--- config.mk ---
export PLATFORM = sky130hd
export DESIGN_NAME = cheri_cap_alu
export DESIGN_NICKNAME = d
export VERILOG_FILES = /design/src/hdl/cheri_pkg.sv /design/src/hdl/cap_fields_if.sv /design/src/hdl/cheri_cap_alu.sv /design/src/hdl/cap_op_exec.sv /design/src/hdl/cap_check.sv /design/src/hdl/cap_field_decode.sv
export SDC_FILE = /design/constraint.sdc
export NUM_CORES = 1
export LEC_CHECK = 0
export BUFFER_PORTS_ARGS = -buffer_cell sky130_fd_sc_hd__buf_2
export CELL_PAD_IN_SITES_DETAIL_PLACEMENT = 0
export CELL_PAD_IN_SITES_GLOBAL_PLACEMENT = 2
export CORE_MARGIN = 1
export CORE_UTILIZATION = 35
export DETAILED_ROUTE_END_ITERATION = 7
export GPL_TIMING_DRIVEN = 1
export HOLD_SLACK_MARGIN = 0.05
export PLACE_DENSITY_LB_ADDON = 0.08
export SLEW_MARGIN = 20
export SYNTH_ARGS = -nofsm -noshare
export SYNTH_HDL_FRONTEND = slang
export SYNTH_SLANG_ARGS = --single-unit
--- constraint.sdc ---
create_clock -name clk_i -period 10.7 [get_ports clk_i]
set_clock_uncertainty 0.2 [all_clocks]
set_input_delay 0 -clock clk_i [delete_from_list [all_inputs] [get_ports clk_i]]
set_output_delay 0 -clock clk_i [all_outputs]
set_load 0.02 [all_outputs]
--- src/hdl/cheri_pkg.sv ---
`default_nettype none

package cheri_pkg;

  // integer registers and addresses are 32 bits wide on this core
  parameter int unsigned XLEN = 32;

  // length and top carry one extra bit so that a capability can span the whole address space
  parameter int unsigned LEN_W = 33;

  // permission field width of the uncompressed format
  parameter int unsigned PERMS_W = 12;

  // object types are kept small since sealing is only used by a handful of compartments
  parameter int unsigned OTYPE_W = 4;

  // the all ones object type is reserved and means the capability is not sealed
  parameter logic [OTYPE_W-1:0] OTYPE_UNSEALED = {OTYPE_W{1'b1}};

  // positions of the sealing permissions inside the perms field
  parameter int unsigned PERMIT_SEAL_BIT = 7;
  parameter int unsigned PERMIT_UNSEAL_BIT = 9;

  // one exception vector per operand, indexed by cap_exc_e
  parameter int unsigned EXC_W = 6;

  // uncompressed capability
  // every field is stored as it is, so no decompression logic is needed to read it
  // the struct is 1 + 12 + 4 + 32 + 33 + 32 = 114 bits wide
  typedef struct packed {
    logic               tag;
    logic [PERMS_W-1:0] perms;
    logic [OTYPE_W-1:0] otype;
    logic [XLEN-1:0]    base;
    logic [LEN_W-1:0]   length;
    logic [XLEN-1:0]    addr;
  } cap_t;

  // flat opcode space of the capability ALU
  // the field readers come first, then the modifiers, sealing and subtract
  typedef enum logic [4:0] {
    CGETPERM   = 5'd0,
    CGETTYPE   = 5'd1,
    CGETBASE   = 5'd2,
    CGETLEN    = 5'd3,
    CGETTAG    = 5'd4,
    CGETSEALED = 5'd5,
    CGETOFFSET = 5'd6,
    CGETADDR   = 5'd7,
    CMOVE      = 5'd8,
    CCLEARTAG  = 5'd9,
    CANDPERM   = 5'd10,
    CSETBOUNDS = 5'd11,
    CSETOFFSET = 5'd12,
    CINCOFFSET = 5'd13,
    CSETADDR   = 5'd14,
    CSEAL      = 5'd15,
    CUNSEAL    = 5'd16,
    CSUB       = 5'd17
  } cap_op_e;

  // bit positions inside an exception vector
  typedef enum logic [2:0] {
    EXC_TAG           = 3'd0,
    EXC_SEAL          = 3'd1,
    EXC_TYPE          = 3'd2,
    EXC_LENGTH        = 3'd3,
    EXC_PERMIT_SEAL   = 3'd4,
    EXC_PERMIT_UNSEAL = 3'd5
  } cap_exc_e;

endpackage

`default_nettype wire
--- src/hdl/cap_fields_if.sv ---
`timescale 1ns/1ns
`default_nettype none

// one operand after decode
// the raw fields are passed on next to the values derived from them
interface cap_fields_if;

  logic                         tag;
  logic                         sealed;
  logic [cheri_pkg::PERMS_W-1:0] perms;
  logic [cheri_pkg::OTYPE_W-1:0] otype;
  logic [cheri_pkg::XLEN-1:0]    base;
  // top needs the extra bit of the length field
  logic [cheri_pkg::LEN_W-1:0]   top;
  logic [cheri_pkg::XLEN-1:0]    addr;
  logic [cheri_pkg::XLEN-1:0]    offset;

  // the decoder owns every signal of the bundle
  modport source (
    output tag, sealed, perms, otype, base, top, addr, offset
  );

  // the checker and the executor only look at the fields
  modport sink (
    input tag, sealed, perms, otype, base, top, addr, offset
  );

endinterface

`default_nettype wire

--- src/hdl/cheri_cap_alu.sv ---
`timescale 1ns/1ns
`default_nettype none

// capability ALU top level
// two field decoders and the flag checker are combinational
// so the executor registers the result one cycle after valid_i
module cheri_cap_alu #(
  parameter int unsigned PERMIT_SEAL_IDX   = cheri_pkg::PERMIT_SEAL_BIT,
  parameter int unsigned PERMIT_UNSEAL_IDX = cheri_pkg::PERMIT_UNSEAL_BIT
) (
  input  logic                        clk_i,
  input  logic                        rst_n_i,
  input  logic                        valid_i,
  input  cheri_pkg::cap_op_e          op_i,
  input  cheri_pkg::cap_t             operand_a_i,
  input  cheri_pkg::cap_t             operand_b_i,
  output logic                        valid_o,
  output cheri_pkg::cap_t             result_o,
  output logic                        wrote_cap_o,
  output logic [cheri_pkg::EXC_W-1:0] exc_a_o,
  output logic [cheri_pkg::EXC_W-1:0] exc_b_o
);

  // per operand violation flags from the checker
  logic [cheri_pkg::EXC_W-1:0] flags_a;
  logic [cheri_pkg::EXC_W-1:0] flags_b;

  // decoded operand fields
  cap_fields_if fa_if ();
  cap_fields_if fb_if ();

  cap_field_decode u_decode_a (
    .cap_i  (operand_a_i),
    .fields (fa_if)
  );

  cap_field_decode u_decode_b (
    .cap_i  (operand_b_i),
    .fields (fb_if)
  );

  cap_check #(
    .PERMIT_SEAL_IDX   (PERMIT_SEAL_IDX),
    .PERMIT_UNSEAL_IDX (PERMIT_UNSEAL_IDX)
  ) u_check (
    .fa        (fa_if),
    .fb        (fb_if),
    .flags_a_o (flags_a),
    .flags_b_o (flags_b)
  );

  // the raw operands go along because the modifiers copy the untouched fields
  cap_op_exec u_exec (
    .clk_i       (clk_i),
    .rst_n_i     (rst_n_i),
    .valid_i     (valid_i),
    .op_i        (op_i),
    .cap_a_i     (operand_a_i),
    .cap_b_i     (operand_b_i),
    .fa          (fa_if),
    .fb          (fb_if),
    .flags_a_i   (flags_a),
    .flags_b_i   (flags_b),
    .valid_o     (valid_o),
    .result_o    (result_o),
    .wrote_cap_o (wrote_cap_o),
    .exc_a_o     (exc_a_o),
    .exc_b_o     (exc_b_o)
  );

endmodule

`default_nettype wire

--- src/hdl/cap_op_exec.sv ---
`timescale 1ns/1ns
`default_nettype none

// opcode case of the capability ALU followed by the single output register stage
module cap_op_exec (
  input  logic                        clk_i,
  input  logic                        rst_n_i,
  input  logic                        valid_i,
  input  cheri_pkg::cap_op_e          op_i,
  input  cheri_pkg::cap_t             cap_a_i,
  input  cheri_pkg::cap_t             cap_b_i,
  cap_fields_if.sink                  fa,
  cap_fields_if.sink                  fb,
  input  logic [cheri_pkg::EXC_W-1:0] flags_a_i,
  input  logic [cheri_pkg::EXC_W-1:0] flags_b_i,
  output logic                        valid_o,
  output cheri_pkg::cap_t             result_o,
  output logic                        wrote_cap_o,
  output logic [cheri_pkg::EXC_W-1:0] exc_a_o,
  output logic [cheri_pkg::EXC_W-1:0] exc_b_o
);

  cheri_pkg::cap_t             result_d;
  logic                        wrote_cap_d;
  logic [cheri_pkg::EXC_W-1:0] exc_a_d;
  logic [cheri_pkg::EXC_W-1:0] exc_b_d;
  logic                        op_known;

  // end of the new region asked for by CSETBOUNDS, with the carry kept
  logic [cheri_pkg::LEN_W-1:0] bounds_end;
  // operand b's address widened for compares against a top value
  logic [cheri_pkg::LEN_W-1:0] b_addr_ext;
  // operand a's otype widened for the compare against b's address
  logic [cheri_pkg::XLEN-1:0]  a_otype_ext;

  assign bounds_end  = {1'b0, fa.addr} + {1'b0, fb.addr};
  assign b_addr_ext  = {1'b0, cap_b_i.addr};
  assign a_otype_ext = {{(cheri_pkg::XLEN-cheri_pkg::OTYPE_W){1'b0}}, fa.otype};

  // integers leave the ALU as a null capability carrying the value in addr
  function automatic cheri_pkg::cap_t int_result(input logic [cheri_pkg::XLEN-1:0] value);
    cheri_pkg::cap_t res;
    res = '0;
    res.addr = value;
    return res;
  endfunction

  always_comb begin
    result_d    = '0;
    wrote_cap_d = 1'b0;
    exc_a_d     = '0;
    exc_b_d     = '0;
    op_known    = 1'b1;

    case (op_i)
      cheri_pkg::CGETPERM: begin
        result_d = int_result({{(cheri_pkg::XLEN-cheri_pkg::PERMS_W){1'b0}}, fa.perms});
      end
      cheri_pkg::CGETTYPE: begin
        // unsealed capabilities report -1 rather than the reserved type
        result_d = int_result(fa.sealed ? a_otype_ext : {cheri_pkg::XLEN{1'b1}});
      end
      cheri_pkg::CGETBASE: begin
        result_d = int_result(fa.base);
      end
      cheri_pkg::CGETLEN: begin
        // a length of 2**32 does not fit the register, so it saturates
        result_d = int_result(cap_a_i.length[cheri_pkg::LEN_W-1] ? {cheri_pkg::XLEN{1'b1}}
                                                                 : cap_a_i.length[cheri_pkg::XLEN-1:0]);
      end
      cheri_pkg::CGETTAG: begin
        result_d = int_result({{(cheri_pkg::XLEN-1){1'b0}}, fa.tag});
      end
      cheri_pkg::CGETSEALED: begin
        result_d = int_result({{(cheri_pkg::XLEN-1){1'b0}}, fa.sealed});
      end
      cheri_pkg::CGETOFFSET: begin
        result_d = int_result(fa.offset);
      end
      cheri_pkg::CGETADDR: begin
        result_d = int_result(fa.addr);
      end
      cheri_pkg::CMOVE: begin
        result_d    = cap_a_i;
        wrote_cap_d = 1'b1;
      end
      cheri_pkg::CCLEARTAG: begin
        result_d     = cap_a_i;
        result_d.tag = 1'b0;
        wrote_cap_d  = 1'b1;
      end
      cheri_pkg::CANDPERM: begin
        // permissions can only ever be removed
        result_d       = cap_a_i;
        result_d.perms = cap_a_i.perms & fb.addr[cheri_pkg::PERMS_W-1:0];
        wrote_cap_d    = 1'b1;
        exc_a_d[cheri_pkg::EXC_TAG]  = flags_a_i[cheri_pkg::EXC_TAG];
        exc_a_d[cheri_pkg::EXC_SEAL] = flags_a_i[cheri_pkg::EXC_SEAL];
      end
      cheri_pkg::CSETBOUNDS: begin
        // the new region starts at the cursor and must stay inside the old one
        result_d        = cap_a_i;
        result_d.base   = cap_a_i.addr;
        result_d.length = b_addr_ext;
        wrote_cap_d     = 1'b1;
        exc_a_d[cheri_pkg::EXC_TAG]    = flags_a_i[cheri_pkg::EXC_TAG];
        exc_a_d[cheri_pkg::EXC_SEAL]   = flags_a_i[cheri_pkg::EXC_SEAL];
        exc_a_d[cheri_pkg::EXC_LENGTH] = flags_a_i[cheri_pkg::EXC_LENGTH] ||
                                         (bounds_end > fa.top);
      end
      cheri_pkg::CSETOFFSET: begin
        // offsets are always representable here, so the result stays a capability
        result_d      = cap_a_i;
        result_d.addr = fa.base + fb.addr;
        wrote_cap_d   = 1'b1;
        exc_a_d[cheri_pkg::EXC_SEAL] = flags_a_i[cheri_pkg::EXC_SEAL];
      end
      cheri_pkg::CINCOFFSET: begin
        result_d      = cap_a_i;
        result_d.addr = fa.addr + fb.addr;
        wrote_cap_d   = 1'b1;
        exc_a_d[cheri_pkg::EXC_SEAL] = flags_a_i[cheri_pkg::EXC_SEAL];
      end
      cheri_pkg::CSETADDR: begin
        result_d      = cap_a_i;
        result_d.addr = fb.addr;
        wrote_cap_d   = 1'b1;
        exc_a_d[cheri_pkg::EXC_SEAL] = flags_a_i[cheri_pkg::EXC_SEAL];
      end
      cheri_pkg::CSEAL: begin
        // b is the sealing authority and its cursor selects the object type
        result_d       = cap_a_i;
        result_d.otype = fb.addr[cheri_pkg::OTYPE_W-1:0];
        wrote_cap_d    = 1'b1;
        exc_a_d[cheri_pkg::EXC_TAG]  = flags_a_i[cheri_pkg::EXC_TAG];
        exc_a_d[cheri_pkg::EXC_SEAL] = flags_a_i[cheri_pkg::EXC_SEAL];
        exc_b_d[cheri_pkg::EXC_TAG]         = flags_b_i[cheri_pkg::EXC_TAG];
        exc_b_d[cheri_pkg::EXC_SEAL]        = flags_b_i[cheri_pkg::EXC_SEAL];
        exc_b_d[cheri_pkg::EXC_PERMIT_SEAL] = flags_b_i[cheri_pkg::EXC_PERMIT_SEAL];
        // the reserved unsealed type may not be handed out
        exc_b_d[cheri_pkg::EXC_LENGTH] = flags_b_i[cheri_pkg::EXC_LENGTH] ||
            (b_addr_ext >= fb.top) ||
            (fb.addr >= {{(cheri_pkg::XLEN-cheri_pkg::OTYPE_W){1'b0}}, cheri_pkg::OTYPE_UNSEALED});
      end
      cheri_pkg::CUNSEAL: begin
        result_d       = cap_a_i;
        result_d.otype = cheri_pkg::OTYPE_UNSEALED;
        wrote_cap_d    = 1'b1;
        // here a must be sealed, which turns the usual seal check around
        exc_a_d[cheri_pkg::EXC_TAG]  = flags_a_i[cheri_pkg::EXC_TAG];
        exc_a_d[cheri_pkg::EXC_SEAL] = !fa.sealed;
        exc_b_d[cheri_pkg::EXC_TAG]           = flags_b_i[cheri_pkg::EXC_TAG];
        exc_b_d[cheri_pkg::EXC_SEAL]          = fb.sealed;
        exc_b_d[cheri_pkg::EXC_TYPE]          = (fb.addr != a_otype_ext);
        exc_b_d[cheri_pkg::EXC_PERMIT_UNSEAL] = flags_b_i[cheri_pkg::EXC_PERMIT_UNSEAL];
        exc_b_d[cheri_pkg::EXC_LENGTH]        = (b_addr_ext >= fb.top);
      end
      cheri_pkg::CSUB: begin
        result_d = int_result(fa.addr - fb.addr);
      end
      default: begin
        op_known = 1'b0;
      end
    endcase
  end

  // data registers only load on an issued operation
  always_ff @(posedge clk_i) begin
    if (!rst_n_i) begin
      valid_o     <= 1'b0;
      result_o    <= '0;
      wrote_cap_o <= 1'b0;
      exc_a_o     <= '0;
      exc_b_o     <= '0;
    end else begin
      valid_o <= valid_i && op_known;
      if (valid_i) begin
        result_o    <= result_d;
        wrote_cap_o <= wrote_cap_d;
        exc_a_o     <= exc_a_d;
        exc_b_o     <= exc_b_d;
      end
    end
  end

  // the register stage comes out of reset empty
  a_no_valid_after_reset: assert property (@(posedge clk_i) !rst_n_i |=> !valid_o)
    else $error("valid_o high on the cycle after reset");

  // an opcode code past the last enum value is dropped
  a_unknown_op_dropped: assert property (@(posedge clk_i) disable iff (!rst_n_i)
                                         (valid_i && (op_i > cheri_pkg::CSUB)) |=> !valid_o)
    else $error("unknown opcode produced a valid result");

endmodule

`default_nettype wire

--- src/hdl/cap_check.sv ---
`timescale 1ns/1ns
`default_nettype none

// common violation flags for both operands
// each opcode in the executor picks the subset of flags that applies to it
module cap_check #(
  parameter int unsigned PERMIT_SEAL_IDX   = cheri_pkg::PERMIT_SEAL_BIT,
  parameter int unsigned PERMIT_UNSEAL_IDX = cheri_pkg::PERMIT_UNSEAL_BIT
) (
  cap_fields_if.sink                  fa,
  cap_fields_if.sink                  fb,
  output logic [cheri_pkg::EXC_W-1:0] flags_a_o,
  output logic [cheri_pkg::EXC_W-1:0] flags_b_o
);

  // the same rule set is applied to each operand
  function automatic logic [cheri_pkg::EXC_W-1:0] operand_flags(
    input logic                          tag,
    input logic                          sealed,
    input logic [cheri_pkg::XLEN-1:0]    addr,
    input logic [cheri_pkg::XLEN-1:0]    base,
    input logic [cheri_pkg::PERMS_W-1:0] perms
  );
    logic [cheri_pkg::EXC_W-1:0] flags;
    flags = '0;
    // an untagged value can never be used as a capability
    flags[cheri_pkg::EXC_TAG] = !tag;
    // the seal violation is only raised on a valid capability
    // so an untagged operand reports just the tag problem
    flags[cheri_pkg::EXC_SEAL] = tag && sealed;
    // the cursor sits below the region
    flags[cheri_pkg::EXC_LENGTH] = (addr < base);
    // the type flag depends on both operands and on the opcode, so the executor builds it
    flags[cheri_pkg::EXC_TYPE] = 1'b0;
    flags[cheri_pkg::EXC_PERMIT_SEAL] = !perms[PERMIT_SEAL_IDX];
    flags[cheri_pkg::EXC_PERMIT_UNSEAL] = !perms[PERMIT_UNSEAL_IDX];
    return flags;
  endfunction

  always_comb begin
    flags_a_o = operand_flags(fa.tag, fa.sealed, fa.addr, fa.base, fa.perms);
    flags_b_o = operand_flags(fb.tag, fb.sealed, fb.addr, fb.base, fb.perms);
  end

endmodule

`default_nettype wire

--- src/hdl/cap_field_decode.sv ---
`timescale 1ns/1ns
`default_nettype none

// turns one raw capability into the field bundle used by the rest of the ALU
// the format is uncompressed, so most fields are plain wires
// only top, offset and the sealed state cost logic
module cap_field_decode (
  input  cheri_pkg::cap_t     cap_i,
  cap_fields_if.source        fields
);

  // zero extended base so that the top adder works on LEN_W bits
  logic [cheri_pkg::LEN_W-1:0] base_ext;

  assign base_ext = {1'b0, cap_i.base};

  // fields that are read straight from the struct
  assign fields.tag   = cap_i.tag;
  assign fields.perms = cap_i.perms;
  assign fields.otype = cap_i.otype;
  assign fields.base  = cap_i.base;
  assign fields.addr  = cap_i.addr;

  // top is the first address past the end of the region
  // a full-space capability has base 0 and length 2**32, which gives top bit 32 set
  assign fields.top = base_ext + cap_i.length;

  // the offset wraps like any other address arithmetic
  // an address below base shows up as a large offset, the checker flags it separately
  assign fields.offset = cap_i.addr - cap_i.base;

  // any object type other than the reserved one marks a sealed capability
  assign fields.sealed = (cap_i.otype != cheri_pkg::OTYPE_UNSEALED);

endmodule

`default_nettype wire

==> results of run 1 <==
Yosys cell counts, types with 33 or more instances:
| master | n | area (um^2) |
|---|---|---|
| o21ai_0 | 169 | 846 |
| a21o_1 | 114 | 856 |
| ha_1 | 288 | 3600 |
| nand3_1 | 63 | 315 |
| a221oi_1 | 34 | 298 |
| clkbuf_1 | 109 | 409 |
| xor2_1 | 86 | 753 |
| nand2_1 | 149 | 559 |
| xnor2_1 | 98 | 858 |
| nand4_1 | 60 | 375 |
| dfxtp_1 | 125 | 2500 |
| inv_1 | 110 | 413 |
| a21oi_1 | 298 | 1490 |
| a22oi_1 | 88 | 661 |
| nor3_1 | 33 | 165 |
| nor2_1 | 295 | 1110 |
stage by stage:
step           power (mW)   util  setup slack [ns]
2_1_floorplan        1.27      -              6.40
3_3_place_gp         1.66  0.399              4.02
3_5_place_dp         1.67  0.399              4.04
4_1_cts              2.30  0.439              4.04
5_1_grt              2.45  0.439              4.04
6_report             2.32  0.439              4.33
report_power, final:
part	switching (mW)	internal, mW	total [mW]	leakage, nW
combinational	0.755	0.488	1.24	9.59
clock	0.280	0.309	0.589	0.275
sequential	0.00926	0.479	0.488	1.01
total	1.04	1.28	2.32	10.9
cells by family (layout without fill, tap and decap cells):
| family | after synthesis | after routing | share of synthesized area |
|---|---|---|---|
| multiplexers | 10 | 10 | 0.00529 |
| AND/OR/NAND/NOR | 769 | 769 | 0.193 |
| flip-flops | 125 | 125 | 0.131 |
| AO/OA/AOI/OAI | 1008 | 1008 | 0.345 |
| buffers and inverters | 236 | 674 | 0.0473 |
| adder cells (fa/ha/maj) | 294 | 294 | 0.194 |
| other | 1 | 5 | 0.000196 |
| XOR/XNOR | 184 | 184 | 0.0841 |
worst min path at each step:
stage,endpoint,slack [ns],cells after the start
after global routing,u_exec.result_o[33],0.08,5
final,u_exec.result_o[106],0.06,4
after floorplan,u_exec.result_o[103],-0.03,2
after CTS,u_exec.exc_a_o[1],0.06,5
after detailed placement,u_exec.result_o[108],0.10,3
after global placement,u_exec.result_o[104],0.09,3
final cells by class:
class / count / area share
antenna: 2 / 0.000211
clock buffer: 17 / 0.0180
clock inverter: 15 / 0.00608
inverter: 113 / 0.0180
multi-input combinational: 2268 / 0.668
sequential: 125 / 0.106
tap: 696 / 0.0368
timing repair buffer: 529 / 0.147
registers in the layout, indices dropped and copies added, names as in the netlist:
signal,flops
u_exec.exc_a_o,3
u_exec.exc_b_o,6
u_exec.valid_o,1
u_exec.wrote_cap_o,1
u_exec.result_o,114
repair_timing:
action,4_1_cts,5_1_grt
buffers inserted,0,0
hold buffers,156,0
endpoints found under the hold margin,114,0
metal layers:
metal / vias up / global-route usage / wire, um
li1: 10726 / - / -
met1: 11223 / 0.457 / 43500
met2: 1046 / 0.566 / 45100
met3: 183 / 0.0514 / 6910
met4: 0 / 0.120 / 3880
met5: - / 0 / 0
critical path, cell delays in order:
cell,delay (ns)
dlygate4sd3_1,0.53
buf_2,0.17
ha_1,0.25
fa_1,0.40
a21o_1,0.17
a21oi_1,0.25
o21ai_0,0.20
a41oi_1,0.46
o21ai_1,0.41
o211ai_1,0.44
nand2_1,0.15
or4_1,0.48
nand4_1,0.13
ha_1,0.15
nand4_1,0.08
or2_2,0.34
nor4_4,0.71
nand4_1,0.44
and3_1,0.33
a21oi_1,0.11
a31oi_1,0.06
o21a_1,0.22
==> results.py, run 1 <==
metrics = {
    "status": {
        "status": "complete, no violations",
    },
    "power": {
        "peakVddDrop_mv": 0.105,
        "p_leak_nw": 10.9,
        "p_per_area_mw_per_mm2": 98.0,
    },
    "clock_network": {
        "h-tree-depth": 4,
        "cts.repair.resized": 0,
        "clk_latency_ns": 0.44,
        "root_buffer": "clkbuf_16",
        "numCtsBuffers": 17,
        "cts_tree": "done",
        "cts.sinks": 125,
        "clk_transition_reported_paths_ns": 0.07,
        "cts_buffer_depth": 2,
    },
    "timing": {
        "grt_setup_unrepaired": "no",
        "finalSetupViolCount": 0,
        "fmax_ghz": 0.157,
        "timing.setup.tns_ns": 0,
        "period_needed_ns": 6.37,
        "finalCritPeriodShare": 0.596,
        "slew_viol_final": 0,
        "max_slew_margin": 0.294,
        "hold_viol_final": 0,
        "worstMarginPinSlew_ns": 1.05,
        "whs_ns": 0.0640,
    },
    "worst_setup_path": {
        "end_kind": "flop",
        "ff2ff_path_depth": 6,
        "crit_arrival_ns": 6.51,
        "rrSetupSlack_ns": 8.18,
        "reg2reg_to": "u_exec.result_o[27]",
        "worstSetupPathType": "input pin to flop",
        "worstPathMaxFanout": 3,
        "timing.rr.start": "u_exec.result_o[27]",
        "crit_path_start_kind": "input pin",
        "endpoint": "u_exec.exc_a_o[3]",
        "cp.required_ns": 10.84,
        "worstSetupStartpoint": "operand_a_i[32]",
    },
    "final_layout": {
        "nFillCells": 5701,
        "stdcell_count": 3765,
        "ff_latch_area_mm2": 0.00250,
        "syn_to_final_growth_pct": 23.6,
        "fin_nets": 3584,
        "multi_input_area_mm2": 0.0158,
        "drive_gt1_frac": 0.146,
        "layout_commonest_cell": "buf_2",
        "finalInstanceArea_mm2": 0.0237,
        "most-common-layout-cells": "350 x buf_2, 298 x a21oi_1, 295 x nor2_1, 288 x ha_1, 168 x o21ai_0",
    },
    "place": {
        "placed_cells": 3575,
        "place.gp.congestion": 0.982,
        "placed_area_mm2": 0.0215,
        "dp_hpwl_um": 76500,
        "portBuffers": 350,
    },
    "worst_hold_path": {
        "hp-class": "input pin to flop",
        "hp-start": "operand_b_i[5]",
    },
    "floorplanning": {
        "row_count": 85,
        "die_y_um": 236,
        "coreArea_mm2": 0.0539,
        "dieArea_mm2": 0.0557,
        "fp.dieW_um": 236,
        "initial_core_util": 0.355,
        "io_pins": 364,
    },
    "detailed_routing": {
        "route.detailed.drc": 0,
        "vias": 23178,
        "wl_per_cell_um": 26.4,
        "drt_iter0_markers": 2158,
        "ant_nets": 0,
        "drtPass1Iterations": 8,
        "viasPerCell": 6.16,
        "totalWireLength_um": 99400,
    },
    "global_routing": {
        "overflow": 0,
        "grt_pass1_vias": 21990,
        "antenna_found_initial": 1,
        "grt_usage": 0.345,
        "grt_pass1_wl_um": 143000,
        "grt_max_degree": 67,
    },
    "yosys": {
        "async_reset_ff_frac": 0,
        "syn_area_per_cell_um2": 7.29,
        "synth_edf_count": 0,
        "synth_flop_cell": "dfxtp_1",
        "synth_cells": 2627,
        "syn_area_mm2": 0.0192,
        "ys_types": 90,
        "seq_area_frac_synth": 0.131,
        "yosys_warnings": 0,
        "synth-seq-cells": 125,
    },
    "flow_run": {
        "max-cap-violations": 0,
    },
}
Power figures use the tool's default switching activity.
==> run 2: changes to the inputs <==
--- a/config.mk
+++ b/config.mk
@@ -9,7 +9,7 @@
 export CELL_PAD_IN_SITES_DETAIL_PLACEMENT = 0
 export CELL_PAD_IN_SITES_GLOBAL_PLACEMENT = 2
 export CORE_MARGIN = 1
-export CORE_UTILIZATION = 35
+export CORE_UTILIZATION = 29
 export DETAILED_ROUTE_END_ITERATION = 7
 export GPL_TIMING_DRIVEN = 1
 export HOLD_SLACK_MARGIN = 0.05
==> constraint.sdc (replaced) <==
create_clock -name clk_i -period 5.45 [get_ports clk_i]
set_clock_uncertainty 0.2 [all_clocks]
set_input_delay 0 -clock clk_i [delete_from_list [all_inputs] [get_ports clk_i]]
set_output_delay 0 -clock clk_i [all_outputs]
set_load 0.02 [all_outputs]
==> run 2 against run 1 <==
Sequential cell count unchanged. Worst hold slack got worse by 0.015 ns. Final cell count increased by 6.1%. Sequential power increased by 96%. Non-clock buffer count increased by 72. Design area increased by 3.5%. Utilization decreased by 6.1 points. Routed wire length increased by 5.4%. Critical path type unchanged. Critical endpoint unchanged. Largest cell class unchanged.
==> results.py, run 2 (same netlist as run 1, synthesis figures left out) <==
metrics = {
    "worst_setup_path": {
        "worstPathMaxFanout": 5,
        "worstSetupStartpoint": "operand_a_i[6]",
        "crit_path_start_kind": "input pin",
        "cp.required_ns": 5.61,
        "crit_arrival_ns": 5.36,
        "end_kind": "flop",
        "reg2reg_to": "u_exec.result_o[31]",
        "endpoint": "u_exec.exc_a_o[3]",
        "timing.rr.start": "u_exec.result_o[31]",
        "worstSetupPathType": "input pin to flop",
        "ff2ff_path_depth": 5,
        "rrSetupSlack_ns": 3.03,
    },
    "floorplanning": {
        "row_count": 93,
        "io_pins": 364,
        "die_y_um": 259,
        "initial_core_util": 0.295,
        "dieArea_mm2": 0.0671,
        "fp.dieW_um": 259,
        "coreArea_mm2": 0.0648,
    },
    "flow_run": {
        "max-cap-violations": 0,
    },
    "final_layout": {
        "drive_gt1_frac": 0.164,
        "syn_to_final_growth_pct": 27.9,
        "regMostFlops": "u_exec.result_o",
        "stdcell_count": 3996,
        "most-common-layout-cells": "350 x buf_2, 297 x a21oi_1, 295 x nor2_1, 288 x ha_1, 166 x o21ai_0",
        "top_regs": "u_exec.result_o: 114 flops, u_exec.exc_b_o: 6 flops, u_exec.exc_a_o: 3 flops",
        "largest_register_ffs": 114,
        "layout_commonest_cell": "buf_2",
        "fin_nets": 3656,
    },
    "clock_network": {
        "h-tree-depth": 4,
        "cts_tree": "done",
        "numCtsBuffers": 17,
        "root_buffer": "clkbuf_16",
        "cts_buffer_depth": 2,
        "clk_transition_reported_paths_ns": 0.08,
        "clk_latency_ns": 0.46,
        "cts.sinks": 125,
    },
    "timing": {
        "finalCritPeriodShare": 0.953,
        "worstMarginPinSlew_ns": 1.26,
        "grt_setup_unrepaired": "no",
        "finalSetupViolCount": 0,
        "fmax_ghz": 0.192,
        "hold_viol_final": 0,
        "max_slew_margin": 0.159,
        "timing.setup.tns_ns": 0,
        "slew_viol_final": 0,
        "period_needed_ns": 5.20,
    },
    "detailed_routing": {
        "viasPerCell": 5.78,
        "route.detailed.drc": 0,
        "vias": 23116,
        "ant_nets": 0,
        "drtPass1Iterations": 6,
        "wl_per_cell_um": 26.2,
        "drt_iter0_markers": 2162,
        "totalWireLength_um": 105000,
    },
    "worst_hold_path": {
        "whs_path_depth": 5,
        "hp-class": "input pin to flop",
        "hp-start": "operand_b_i[20]",
    },
    "place": {
        "dp_hpwl_um": 82100,
        "portBuffers": 350,
        "place.gp.congestion": 0.929,
        "placed_cells": 3797,
    },
    "power": {
        "total_power_mw": 4.71,
        "p_leak_nw": 11.2,
        "peakVddDrop_mv": 0.230,
        "p_per_area_mw_per_mm2": 192,
    },
    "global_routing": {
        "grt_max_degree": 67,
        "overflow": 0,
        "grt_pass1_wl_um": 151000,
        "grt_pass1_vias": 22266,
        "grt_usage": 0.304,
        "antenna_found_initial": 1,
    },
    "status": {
        "status": "complete, no violations",
    },
}
==> run 2: changes by cell type in the layout (fill, tap and decap cells not counted), moves of 2 or more <==
cell,previous run,this run
buf_12,0,2
inv_6,7,4
o21ai_0,168,166
buf_4,23,84
clkinv_8,1,4
o21ai_1,6,8
dlygate4sd3_1,156,164
==> run 2: timing repair <==
item	4_1_cts	5_1_grt
endpoints found under the hold margin	115	0
hold buffers	164	0
resized for setup	0	6
setup buffers	0	1
setup endpoints to repair	0	2
==> run 2: power by group <==
part	internal, mW	total, mW	switching [mW]	leakage, nW
Clock	0.616	1.20	0.587	0.288
Sequential	0.940	0.958	0.0181	1.01
Combinational	1.01	2.55	1.53	9.93
==> run 2: stage by stage <==
stage	utilization	hold WS, ns	cell area, um^2	setup WS [ns]
6_report	0.378	0.0495	24500	0.254
2_1_floorplan	-	-0.0250	19200	1.15
4_1_cts	0.378	0.0503	24500	0.113
5_1_grt	0.378	0.0859	24500	0.0163
3_5_place_dp	0.343	0.0848	22200	0.0376
3_3_place_gp	0.343	0.0909	22200	0.0477
==> run 2: critical path, stage by stage <==
cell and delay (ns):
dlygate4sd3_1 0.53, buf_2 0.19, ha_1 0.39, o21a_1 0.15
nor2_1 0.05, a211oi_1 0.83, nor4_2 0.16, o31ai_1 0.30
buf_4 0.21, a21boi_1 0.11, o21ai_1 0.16, buf_4 0.16
a2111oi_0 0.08, nand3b_1 0.19, ha_1 0.31, nand4_1 0.08
or2_2 0.33, nor4_1 0.29, buf_4 0.17, nand4_1 0.08
and3_1 0.22, a21oi_1 0.11, a31oi_1 0.06, o21a_1 0.20
==> run 2: routing by layer <==
metal / vias to the layer above / GRT usage / part of all wire
met5: - / 0 / 0
met1: 11139 / 0.418 / 0.45
met2: 934 / 0.496 / 0.46
met3: 156 / 0.0305 / 0.059
li1: 10887 / - / -
met4: 0 / 0.0963 / 0.032
==> run 2: how the worst min path moves through the flow <==
stage | end | slack (ns)
finish | u_exec.result_o[52] | 0.05
global route | u_exec.result_o[23] | 0.09
CTS | u_exec.result_o[23] | 0.05
detailed placement | u_exec.exc_b_o[4] | 0.08
global placement | u_exec.exc_b_o[4] | 0.09
floorplan | u_exec.result_o[103] | -0.03
==> run 2: final cells by class <==
class | instances | area (um^2)
Clock buffer | 17 | 425
Fill cell | 6982 | 40300
Multi-Input combinational cell | 2268 | 15800
Timing Repair Buffer | 601 | 4090
Clock inverter | 15 | 170
Antenna cell | 2 | 5.00
Tap cell | 855 | 1070
Sequential cell | 125 | 2500
Inverter | 113 | 427
